==> src/rtl/fifo_cfg_pkg.sv <==
package fifo_cfg_pkg;

   // Payload word as produced by the pattern generator
   localparam int DATA_W = 8;

   // Entry = payload plus last-word marker on top
   localparam int ENTRY_W = DATA_W + 1;

   // Marker bit position inside an entry
   localparam int LAST_BIT = ENTRY_W - 1;

   // Default number of entries, power of two
   localparam int FIFO_DEPTH = 16;

   // Address width at the default depth
   localparam int PTR_W = $clog2(FIFO_DEPTH);

endpackage

==> src/rtl/stream_pkg.sv <==
package stream_pkg;

   // Pattern selection for a burst
   typedef enum logic [1:0] {
      PAT_INCR  = 2'd0,  // seed, seed+1, ... wraps at 256
      PAT_LFSR  = 2'd1,  // x^8+x^6+x^5+x^4+1, shift left
      PAT_CONST = 2'd2   // Seed repeated
   } pattern_mode_e;

   // Producer FSM
   typedef enum logic {
      GEN_IDLE = 1'b0,
      GEN_RUN  = 1'b1
   } gen_state_e;

   // Consumer FSM
   typedef enum logic [1:0] {
      SINK_IDLE   = 2'd0,
      SINK_DRAIN  = 2'd1,
      SINK_REPORT = 2'd2
   } sink_state_e;

   // Checksum is a plain sum modulo 2^16
   localparam int SUM_W = 16;

   // Word count, wide enough for 256
   localparam int CNT_W = 9;

endpackage

==> src/rtl/pattern_gen.sv <==
module pattern_gen (
   input  logic                                clk,
   input  logic                                reset,
   input  logic                                start,     // Already gated by the top
   input  stream_pkg::pattern_mode_e           mode,
   input  logic [fifo_cfg_pkg::DATA_W-1:0]     seed,
   input  logic [7:0]                          count,     // 0 means 256 words
   input  logic                                full,
   output logic                                wr_en,
   output logic [fifo_cfg_pkg::ENTRY_W-1:0]    wr_data
);

   stream_pkg::gen_state_e                state;
   stream_pkg::pattern_mode_e             mode_q;     // Mode of the running burst
   logic [fifo_cfg_pkg::DATA_W-1:0]       cur_word;   // Word offered to the FIFO
   logic [fifo_cfg_pkg::DATA_W-1:0]       next_word;
   logic [fifo_cfg_pkg::DATA_W-1:0]       first_word;
   logic [stream_pkg::CNT_W-1:0]          remaining;  // Words still to write, incl. current
   logic [stream_pkg::CNT_W-1:0]          rem_load;
   logic                                  last_word;
   logic                                  lfsr_fb;

   // Burst length, zero count stands for a full 256
   always_comb begin
      if (count == '0) begin
         rem_load = stream_pkg::CNT_W'(256);
      end else begin
         rem_load = stream_pkg::CNT_W'(count);
      end
   end

   // LFSR cannot start from zero, so swap in 1
   always_comb begin
      first_word = seed;
      if ((mode == stream_pkg::PAT_LFSR) && (seed == '0)) begin
         first_word = fifo_cfg_pkg::DATA_W'(1);
      end
   end

   // Feedback for taps 8,6,5,4
   assign lfsr_fb = cur_word[7] ^ cur_word[5] ^ cur_word[4] ^ cur_word[3];

   // Next pattern value, only taken on an accepted write
   always_comb begin
      case (mode_q)
         stream_pkg::PAT_INCR:  next_word = cur_word + 1'b1;  // Natural wrap
         stream_pkg::PAT_LFSR:  next_word = {cur_word[6:0], lfsr_fb};
         stream_pkg::PAT_CONST: next_word = cur_word;
         default:               next_word = cur_word;         // Unused code acts as const
      endcase
   end

   assign last_word = (remaining == stream_pkg::CNT_W'(1));

   // Write whenever running and the FIFO has room
   assign wr_en   = (state == stream_pkg::GEN_RUN) && !full;
   assign wr_data = {last_word, cur_word};  // Marker in the top bit

   // Control FSM and burst counter
   always_ff @(posedge clk) begin
      if (reset) begin
         state     <= stream_pkg::GEN_IDLE;
         remaining <= '0;
      end else begin
         case (state)
            stream_pkg::GEN_IDLE: begin
               if (start) begin
                  state     <= stream_pkg::GEN_RUN;
                  remaining <= rem_load;
               end
            end
            stream_pkg::GEN_RUN: begin
               if (wr_en) begin
                  remaining <= remaining - 1'b1;
                  // Marker word just went out
                  if (last_word) begin
                     state <= stream_pkg::GEN_IDLE;
                  end
               end
            end
            default: state <= stream_pkg::GEN_IDLE;
         endcase
      end
   end

   // Pattern registers, loaded on start and stepped per write
   always_ff @(posedge clk) begin
      if ((state == stream_pkg::GEN_IDLE) && start) begin
         mode_q   <= mode;
         cur_word <= first_word;
      end else if (wr_en) begin
         cur_word <= next_word;   // Held while full
      end
   end

endmodule

==> src/rtl/fifo.sv <==
module fifo #(
   parameter int DEPTH = fifo_cfg_pkg::FIFO_DEPTH  // Power of two, at least 2
) (
   input  logic                              clk,
   input  logic                              reset,
   input  logic                              wr_en,    // Never raised while full
   input  logic [fifo_cfg_pkg::ENTRY_W-1:0]  wr_data,
   output logic                              full,
   input  logic                              rd_en,    // Never raised while empty
   output logic [fifo_cfg_pkg::ENTRY_W-1:0]  rd_data,
   output logic                              empty
);

   // Pointer width follows the actual depth
   localparam int AW = $clog2(DEPTH);

   logic [fifo_cfg_pkg::ENTRY_W-1:0]  mem [DEPTH];
   logic [AW-1:0]                     wr_ptr;
   logic [AW-1:0]                     rd_ptr;
   logic [AW:0]                       occupancy;   // 0 .. DEPTH

   // Flags straight off the registered count
   assign full  = (occupancy == (AW + 1)'(DEPTH));
   assign empty = (occupancy == '0);

   // Storage write
   always_ff @(posedge clk) begin
      if (wr_en) begin
         mem[wr_ptr] <= wr_data;
      end
   end

   // Registered read port, data shows up after the read edge
   always_ff @(posedge clk) begin
      if (rd_en) begin
         rd_data <= mem[rd_ptr];
      end
   end

   // Pointers wrap naturally at a power-of-two depth
   always_ff @(posedge clk) begin
      if (reset) begin
         wr_ptr <= '0;
         rd_ptr <= '0;
      end else begin
         if (wr_en) begin
            wr_ptr <= wr_ptr + 1'b1;
         end
         if (rd_en) begin
            rd_ptr <= rd_ptr + 1'b1;
         end
      end
   end

   // Occupancy count
   always_ff @(posedge clk) begin
      if (reset) begin
         occupancy <= '0;
      end else begin
         case ({wr_en, rd_en})
            2'b10:   occupancy <= occupancy + 1'b1;
            2'b01:   occupancy <= occupancy - 1'b1;
            default: occupancy <= occupancy;   // Idle or read+write together
         endcase
      end
   end

endmodule

==> src/rtl/checksum_sink.sv <==
module checksum_sink (
   input  logic                              clk,
   input  logic                              reset,
   input  logic                              start,       // Same start the generator sees
   input  logic                              drain_en,
   input  logic                              empty,
   output logic                              rd_en,
   input  logic [fifo_cfg_pkg::ENTRY_W-1:0]  rd_data,
   output logic                              busy,
   output logic                              done,
   output logic [stream_pkg::SUM_W-1:0]      checksum,
   output logic [stream_pkg::CNT_W-1:0]      word_count
);

   stream_pkg::sink_state_e            state;
   logic                               rd_valid;   // rd_data holds a fresh word
   logic [fifo_cfg_pkg::DATA_W-1:0]    payload;
   logic                               marker;

   assign payload = rd_data[fifo_cfg_pkg::DATA_W-1:0];
   assign marker  = rd_data[fifo_cfg_pkg::LAST_BIT];

   // Pull a word whenever allowed, the marker word is always the last one queued
   assign rd_en = (state == stream_pkg::SINK_DRAIN) && drain_en && !empty;

   // Busy drops in the cycle that carries done
   assign busy = (state == stream_pkg::SINK_DRAIN);
   assign done = (state == stream_pkg::SINK_REPORT);  // One cycle only

   // Read data lags rd_en by one edge
   always_ff @(posedge clk) begin
      if (reset) begin
         rd_valid <= 1'b0;
      end else begin
         rd_valid <= rd_en;
      end
   end

   // FSM plus accumulators
   always_ff @(posedge clk) begin
      if (reset) begin
         state      <= stream_pkg::SINK_IDLE;
         checksum   <= '0;
         word_count <= '0;
      end else begin
         case (state)
            stream_pkg::SINK_IDLE: begin
               if (start) begin
                  state      <= stream_pkg::SINK_DRAIN;
                  checksum   <= '0;
                  word_count <= '0;
               end
            end
            stream_pkg::SINK_DRAIN: begin
               if (rd_valid) begin
                  checksum   <= checksum + stream_pkg::SUM_W'(payload);  // Mod 2^16
                  word_count <= word_count + 1'b1;
                  if (marker) begin
                     state <= stream_pkg::SINK_REPORT;
                  end
               end
            end
            stream_pkg::SINK_REPORT: begin
               // Results held; a start here opens the next burst at once
               if (start) begin
                  state      <= stream_pkg::SINK_DRAIN;
                  checksum   <= '0;
                  word_count <= '0;
               end else begin
                  state <= stream_pkg::SINK_IDLE;
               end
            end
            default: state <= stream_pkg::SINK_IDLE;
         endcase
      end
   end

endmodule

==> src/rtl/stream_top.sv <==
module stream_top (
   input  logic                              clk,
   input  logic                              reset,
   input  logic                              start,      // One-cycle command pulse
   input  stream_pkg::pattern_mode_e         mode,
   input  logic [fifo_cfg_pkg::DATA_W-1:0]   seed,
   input  logic [7:0]                        count,      // 0 means 256
   input  logic                              drain_en,   // Sink may read
   output logic                              busy,
   output logic                              done,
   output logic [stream_pkg::SUM_W-1:0]      checksum,
   output logic [stream_pkg::CNT_W-1:0]      word_count
);

   logic                              start_ok;   // Accepted start, common to both ends
   logic                              wr_en;
   logic [fifo_cfg_pkg::ENTRY_W-1:0]  wr_data;
   logic                              full;
   logic                              rd_en;
   logic [fifo_cfg_pkg::ENTRY_W-1:0]  rd_data;
   logic                              empty;

   // Starts during a burst are dropped
   assign start_ok = start && !busy;

   // Producer
   pattern_gen u_gen (
      .clk     (clk),
      .reset   (reset),
      .start   (start_ok),
      .mode    (mode),
      .seed    (seed),
      .count   (count),
      .full    (full),
      .wr_en   (wr_en),
      .wr_data (wr_data)
   );

   // Buffer between the two ends
   fifo #(
      .DEPTH (fifo_cfg_pkg::FIFO_DEPTH)
   ) u_fifo (
      .clk     (clk),
      .reset   (reset),
      .wr_en   (wr_en),
      .wr_data (wr_data),
      .full    (full),
      .rd_en   (rd_en),
      .rd_data (rd_data),
      .empty   (empty)
   );

   // Consumer, also owns busy and done
   checksum_sink u_sink (
      .clk        (clk),
      .reset      (reset),
      .start      (start_ok),
      .drain_en   (drain_en),
      .empty      (empty),
      .rd_en      (rd_en),
      .rd_data    (rd_data),
      .busy       (busy),
      .done       (done),
      .checksum   (checksum),
      .word_count (word_count)
   );

endmodule

==> config.mk <==
export PLATFORM = sky130hd
export DESIGN_NAME = stream_top
export DESIGN_NICKNAME = d
export VERILOG_FILES = /design/src/rtl/fifo_cfg_pkg.sv /design/src/rtl/stream_pkg.sv /design/src/rtl/pattern_gen.sv /design/src/rtl/fifo.sv /design/src/rtl/checksum_sink.sv /design/src/rtl/stream_top.sv
export SDC_FILE = /design/constraint.sdc
export NUM_CORES = 1
export LEC_CHECK = 0
export BUFFER_PORTS_ARGS = -buffer_cell sky130_fd_sc_hd__buf_2
export CAP_MARGIN = 20
export CORE_MARGIN = 2
export CORE_UTILIZATION = 43
export CTS_CLUSTER_SIZE = 30
export DETAILED_ROUTE_END_ITERATION = 8
export GPL_TIMING_DRIVEN = 0
export PLACE_DENSITY = 0.67
export SLEW_MARGIN = 20
export SYNTH_ARGS = -nofsm -noshare
export SYNTH_HDL_FRONTEND = slang
export SYNTH_SLANG_ARGS = --single-unit
==> constraint.sdc <==
create_clock -name clk -period 6.3 [get_ports clk]
set_clock_uncertainty 0.2 [all_clocks]
set_input_delay 0.63 -clock clk [delete_from_list [all_inputs] [get_ports clk]]
set_output_delay 0.63 -clock clk [all_outputs]
set_load 0.03 [all_outputs]
; ---- Word level (Yosys, flattened, before mapping)
; Memories as Yosys holds them, arrays and structs flattened. A register that Yosys moved wholly into a read port is not among the register bits.
; Index checks and enable logic that the tools add are counted.
[totals]
reg_bits = 61
mem_bits_rw = 144
in_bits = 22
out_inout_bits = 27
memories = 1
[memory_table]
columns = name, depth, word_bits, rd, rd_clocked_by_memory_dff, write_ports, line
row1 = u_fifo.mem, 16, 9, 1, 1, 1, fifo.sv:17  ; logic [fifo_cfg_pkg::ENTRY_W-1:0] mem [DEPTH];
[classes]
add_sub_neg = 8
n_eq_ne = 14
muxes = 26
bitwise_logic = 4
n_reduce_logical = 23
[op_table]
columns = op, n
row1 = $mux W9, 5
row2 = $pmux W9 S2, 2
row3 = $mux W16, 2
row4 = $pmux W16 S2, 1
row5 = $mux W8, 3
row6 = $add A16 B8 Y16, 1
row7 = $logic_not A8 Y1, 2
row8 = $pmux W8 S2, 1
row9 = $ne A2 B1 Y1 const B, 5
row10 = $pmux W5 S2, 1
row11 = $add A9 B1 Y9 const B, 1
row12 = $eq A9 B1 Y1 const B, 1
row13 = $sub A9 B1 Y9 const B, 1
row14 = $add A4 B1 Y4 const B, 2
row15 = $add A8 B1 Y8 const B, 1
row16 = $eq A2 B1 Y1 const B, 4
row17 = $logic_and A1 B1 Y1, 6
row18 = $mux W1, 6
row19 = $mux W2, 3
row20 = $pmux W2 S3, 1
row21 = $reduce_and A3 Y1, 2
row22 = $reduce_bool A2 Y1, 3
row23 = $add A5 B1 Y5 const B, 1
row24 = $eq A5 B5 Y1 const B, 1
row25 = 12 further kinds, 19

; ---- Logic depth before layout (Yosys ltp)
[logic_depth]
depth_word = 6
depth_mapped = 13
depth_no_buf = 11

; ---- Modules after synthesis
; From an unflattened synthesis, not the netlist that was laid out.
[unflattened]
cells_unflattened = 677
hier_area_um2 = 9454.1
[by_module_without_submodules]
columns = mod, instances, cells_each, area_each_um2, seq_area_each_um2
row1 = fifo, 1, 343, 6566.3, 4854.7
row2 = checksum_sink, 1, 182, 1547.7, 560.5
row3 = pattern_gen, 1, 151, 1326.3, 500.5
row4 = stream_top, 1, 1, 13.8, 0.0

; ---- Worst setup path before layout
; OpenSTA, ideal clock, no wires.
[synth_timing]
path_type = reg2reg
start = reg u_sink.state[0]
end = reg u_fifo.occupancy[4]
arrival_ns = 2.819
t_required_ns = 5.977
slack_ns = 3.158
stages_incl_launch_ff = 12
n_path_buf = 1
synth_period_minus_slack_ns = 3.142
path_cell_list = dfxtp_1 -> and2b_1 -> o211a_1 -> buf_2 -> ha_1 -> inv_1 -> fa_1 -> nor2b_1 -> o21ai_1 -> nand3_1 -> or3b_1 -> mux2_1
[synth_between]
elab_chain_len = 5
[synth_rtl]
columns = element, line
row1 = start: declaration, checksum_sink.sv:15  ; stream_pkg::sink_state_e state;
row2 = start signal: assignment, checksum_sink.sv:42  ; state <= stream_pkg::SINK_IDLE;
row3 = start signal: assignment, checksum_sink.sv:49  ; state <= stream_pkg::SINK_DRAIN;
row4 = start signal: assignment, checksum_sink.sv:59  ; state <= stream_pkg::SINK_REPORT;
row5 = $eq A2 B1 Y1 *, -
row6 = via busy, stream_top.sv:9  ; output logic busy,
row7 = $logic_and A1 B1 Y1 * (2 in series), checksum_sink.sv:24  ; assign rd_en = (state == stream_pkg::SINK_DRAIN) && drain_en && !empty;
row8 = via rd_en, stream_top.sv:19  ; logic rd_en;
row9 = $eq A2 B1 Y1 / $eq A2 B2 Y1 (equally long branches), fifo.sv:60  ; case ({wr_en, rd_en})
row10 = $pmux W5 S2 / $reduce_bool A2 Y1 (equally long branches), -
row11 = end signal: assignment, fifo.sv:61  ; 2'b10: occupancy <= occupancy + 1'b1;
row12 = end signal: assignment, fifo.sv:62  ; 2'b01: occupancy <= occupancy - 1'b1;
row13 = end signal: assignment, fifo.sv:63  ; default: occupancy <= occupancy;
row14 = end: declaration, fifo.sv:20  ; logic [AW:0] occupancy;
; The timed path passes the listed nets; every way through them passes the cells marked *.
; A chain may end at the register's enable or synchronous reset.

; ---- Worst setup path after layout
[layout_timing]
start = reg u_fifo.occupancy[0]
end = reg u_fifo.occupancy[4]
[layout_between]
elab_chain_len = 5
[layout_rtl]
columns = element, line
row1 = $logic_not A5 Y1 *, fifo.sv:24  ; assign empty = (occupancy == '0);
row2 = $logic_not A1 Y1 *, checksum_sink.sv:24
row3 = $logic_and A1 B1 Y1 *, checksum_sink.sv:24
row4 = via rd_en, stream_top.sv:19
row5 = $eq A2 B1 Y1 / $eq A2 B2 Y1 (equally long branches), fifo.sv:60
row6 = $pmux W5 S2 / $reduce_bool A2 Y1 (equally long branches), -
; Marks and branches as above.

==> out/summary.txt <==
outcome = finished clean
Synth area leaders = edfxtp_1 (53%), dfxtp_1 (11%), mux4_2 (9.0%), ha_1 (2.8%), nor2_1 (2.4%)
Netlist Area Pre-Place = 0.009275 mm^2
TNS Setup = 0 ps
Critical Setup Path Class = reg2reg
num rows = 53
post-synth cell types = 61
Final Critical Period = 3318 ps
hold_buf cts = 0
EDFF count, synth = 163
CP max FO = 15
clock-pin slew on the worst setup and hold paths = 60 ps
DR vias = 5,556
final setup fails = 0
Max VDD drop = 0.2650 mV
core area = 0.02109 mm^2
clk sink count = 214
ant diodes = 0
kind of end point of the critical path = flip-flop
flops & latches, synth = 214
Hold Path Class = in2reg
DP HPWL = 13,180 um
Routed WL = 19,240 um
Chip Width = 150.9 um
post-DR wirelength/cell = 19.25 um
gr ovfl total = 0
Pwr Density = 299.3 mW/mm^2
area leader, netlist = edfxtp_1
Longest Clk Path Bufs = 3
post-synth top area share = 52.77%
total CTS buffers = 22
root buf cell = clkbuf_16
critical path launch point type = flip-flop
Leak = 0.003679 uW
fin cells = 999
clock tree from TritonCTS = done
Fill cells = 1,766
boundary pin count = 49
Die Ht = 150.9 um
first-pass GRT wire length = 30,010 um
synth warn = 0
Worst Path Required = 6490 ps
Main synth FF type = edfxtp_1
synthesized area per cell = 14.56 um^2
count leader, synth = edfxtp_1
setup bufs post-CTS = 0
initial antenna violation count = 0
final clock period utilization by the worst path = 52.66%
number of port buffers = 47
Worst Path Arrival = 3510 ps
CTS resizes = 0
DRC = 0
routability cong. = 0.8228
Routed Antenna Nets = 0
share of cells above drive strength 1 = 19.06%
Slew headroom = 36.57%
routed vias/inst = 5.562
die area = 0.02276 mm^2
RSZ-0062 raised after global routing = false
Max Slew Vio Count = 0
Synth top cells by count = edfxtp_1 (163), nor2_1 (60), dfxtp_1 (51)
fmax = 301.4 MHz
H-tree levels = 1
Mapped Cells = 637
Initial Utilization = 43.98%
vias in the first global route = 5,415
drt initial violations = 300
syn nets = 682
nets@finish = 753
area growth from synthesis to layout = 14.33%
largest net degree at the start of global routing = 23
drt pass-1 iters = 5
Worst-Margin Slew = 947.9 ps
Placed Instances = 959
Global Route Usage Sum = 17.23%
Seq/Total Area, Yosys = 63.78%
max capacitance violation total = 0
FFs w/ async S/R, synth = 0%
Hold Vio Cnt, Final = 0
Clk Latency, worst-skew pair = 530 ps
## cells by family (layout without fill, tap and decap cells)
kind of cell,count (synthesis),in the layout,synth area share (%)
buffers and inverters,42,129,2.239
AND/OR/NAND/NOR,175,175,9.160
adder cells (fa/ha/maj),23,23,3.265
flip-flops,214,214,63.78
XOR/XNOR,25,25,2.361
AO/OA/AOI/OAI,104,104,6.934
multiplexers,54,54,12.26
## registers in the layout, indices dropped and copies added, names as in the netlist
name / cells
u_fifo.mem: 144
u_fifo.occupancy: 5
u_fifo.rd_data: 9
u_fifo.rd_ptr: 4
u_fifo.wr_ptr: 4
u_gen.cur_word: 8
u_gen.mode_q: 2
u_gen.remaining: 9
u_gen.state: 1
u_sink.checksum: 16
u_sink.rd_valid: 1
u_sink.state: 2
u_sink.word_count: 9
## cell type report
type	instances	area (um^2)	share of cell area, %
clock buffer	27	590.6	5.569
tap	275	344.1	3.245
multi-input combinational	381	3172	29.91
clock inverter	13	138.9	1.310
timing repair buffer	47	235.2	2.218
buffer	26	147.6	1.392
inverter	16	60.06	0.5664
sequential	214	5916	55.79
## routing by layer
metal | vias to the layer above | part of all wire [%] | global-route usage [%]
li1 | 2601 | - | -
met1 | 2751 | 45 | 24.50
met2 | 177 | 47 | 27.82
met3 | 27 | 6.5 | 3.343
met4 | 0 | 1.9 | 3.785
met5 | - | 0 | 0
## critical path: stages, from the launching register on
cell and delay, ps:
dfxtp_1 350, or4_1 530, o211a_1 210, buf_2 230, ha_1 290, ha_1 320
nor2b_1 160, o21ai_1 160, a21oi_1 90, or3b_1 360, mux2_1 310
## path summary, 6_finish.rpt
kind | start | endpoint | slack, ps | cells after the start
worst min register to register | u_sink.rd_valid | u_sink.state[1] | 290 | 2
worst max-delay path | u_fifo.occupancy[0] | u_fifo.occupancy[4] | 2980 | 10
worst min-delay path | mode[0] | u_gen.mode_q[0] | 90 | 1
worst max register to register | u_fifo.occupancy[0] | u_fifo.occupancy[4] | 2980 | 10
## cell usage in the layout, fill, tap and decap left out, types with 4 or more instances in the layout
cell and n:
mux4_1 8, xnor2_1 10, mux4_2 37, clkbuf_16 23, nor3_1 9, o21ai_1 9, clkbuf_1 17, buf_2 55
xor2_1 15, ha_1 21, nor2_1 60, dfxtp_1 51, a211oi_1 4, nand4_1 10, a21o_1 6, nand2_1 38
clkinv_2 6, nor2b_1 9, or3_1 8, inv_1 16, edfxtp_1 163, nor3_2 4, nand2b_1 8, nand3_1 9
mux2i_1 6, o211ai_1 5, o21ai_0 15, a21oi_1 42, a32o_1 5
## metrics by stage
| stage | util (%) | power (uW) | hold WS [ps] | area [um^2] | setup slack, ps |
|---|---|---|---|---|---|
| 6_report | 50.28 | 3174 | 91.23 | 10600 | 2982 |
| 5_1_grt | 50.28 | 3297 | 82.22 | 10600 | 2789 |
| 4_1_cts | 50.28 | 3203 | 72.99 | 10600 | 2958 |
| 3_5_place_dp | 46.83 | 1920 | 277.5 | 9874 | 2974 |
| 3_3_place_gp | 46.73 | 1901 | 267.0 | 9854 | 2998 |
| 2_1_floorplan | - | 1828 | 252.5 | 9275 | 3158 |
## power by group
part / leakage, uW / total (uW) / internal (uW) / switching (uW)
Clock: 0.000356 / 1280 / 755 / 529
Sequential: 0.00189 / 1660 / 1590 / 68.9
Combinational: 0.00143 / 233 / 99.4 / 134
Power figures use the tool's default switching activity.
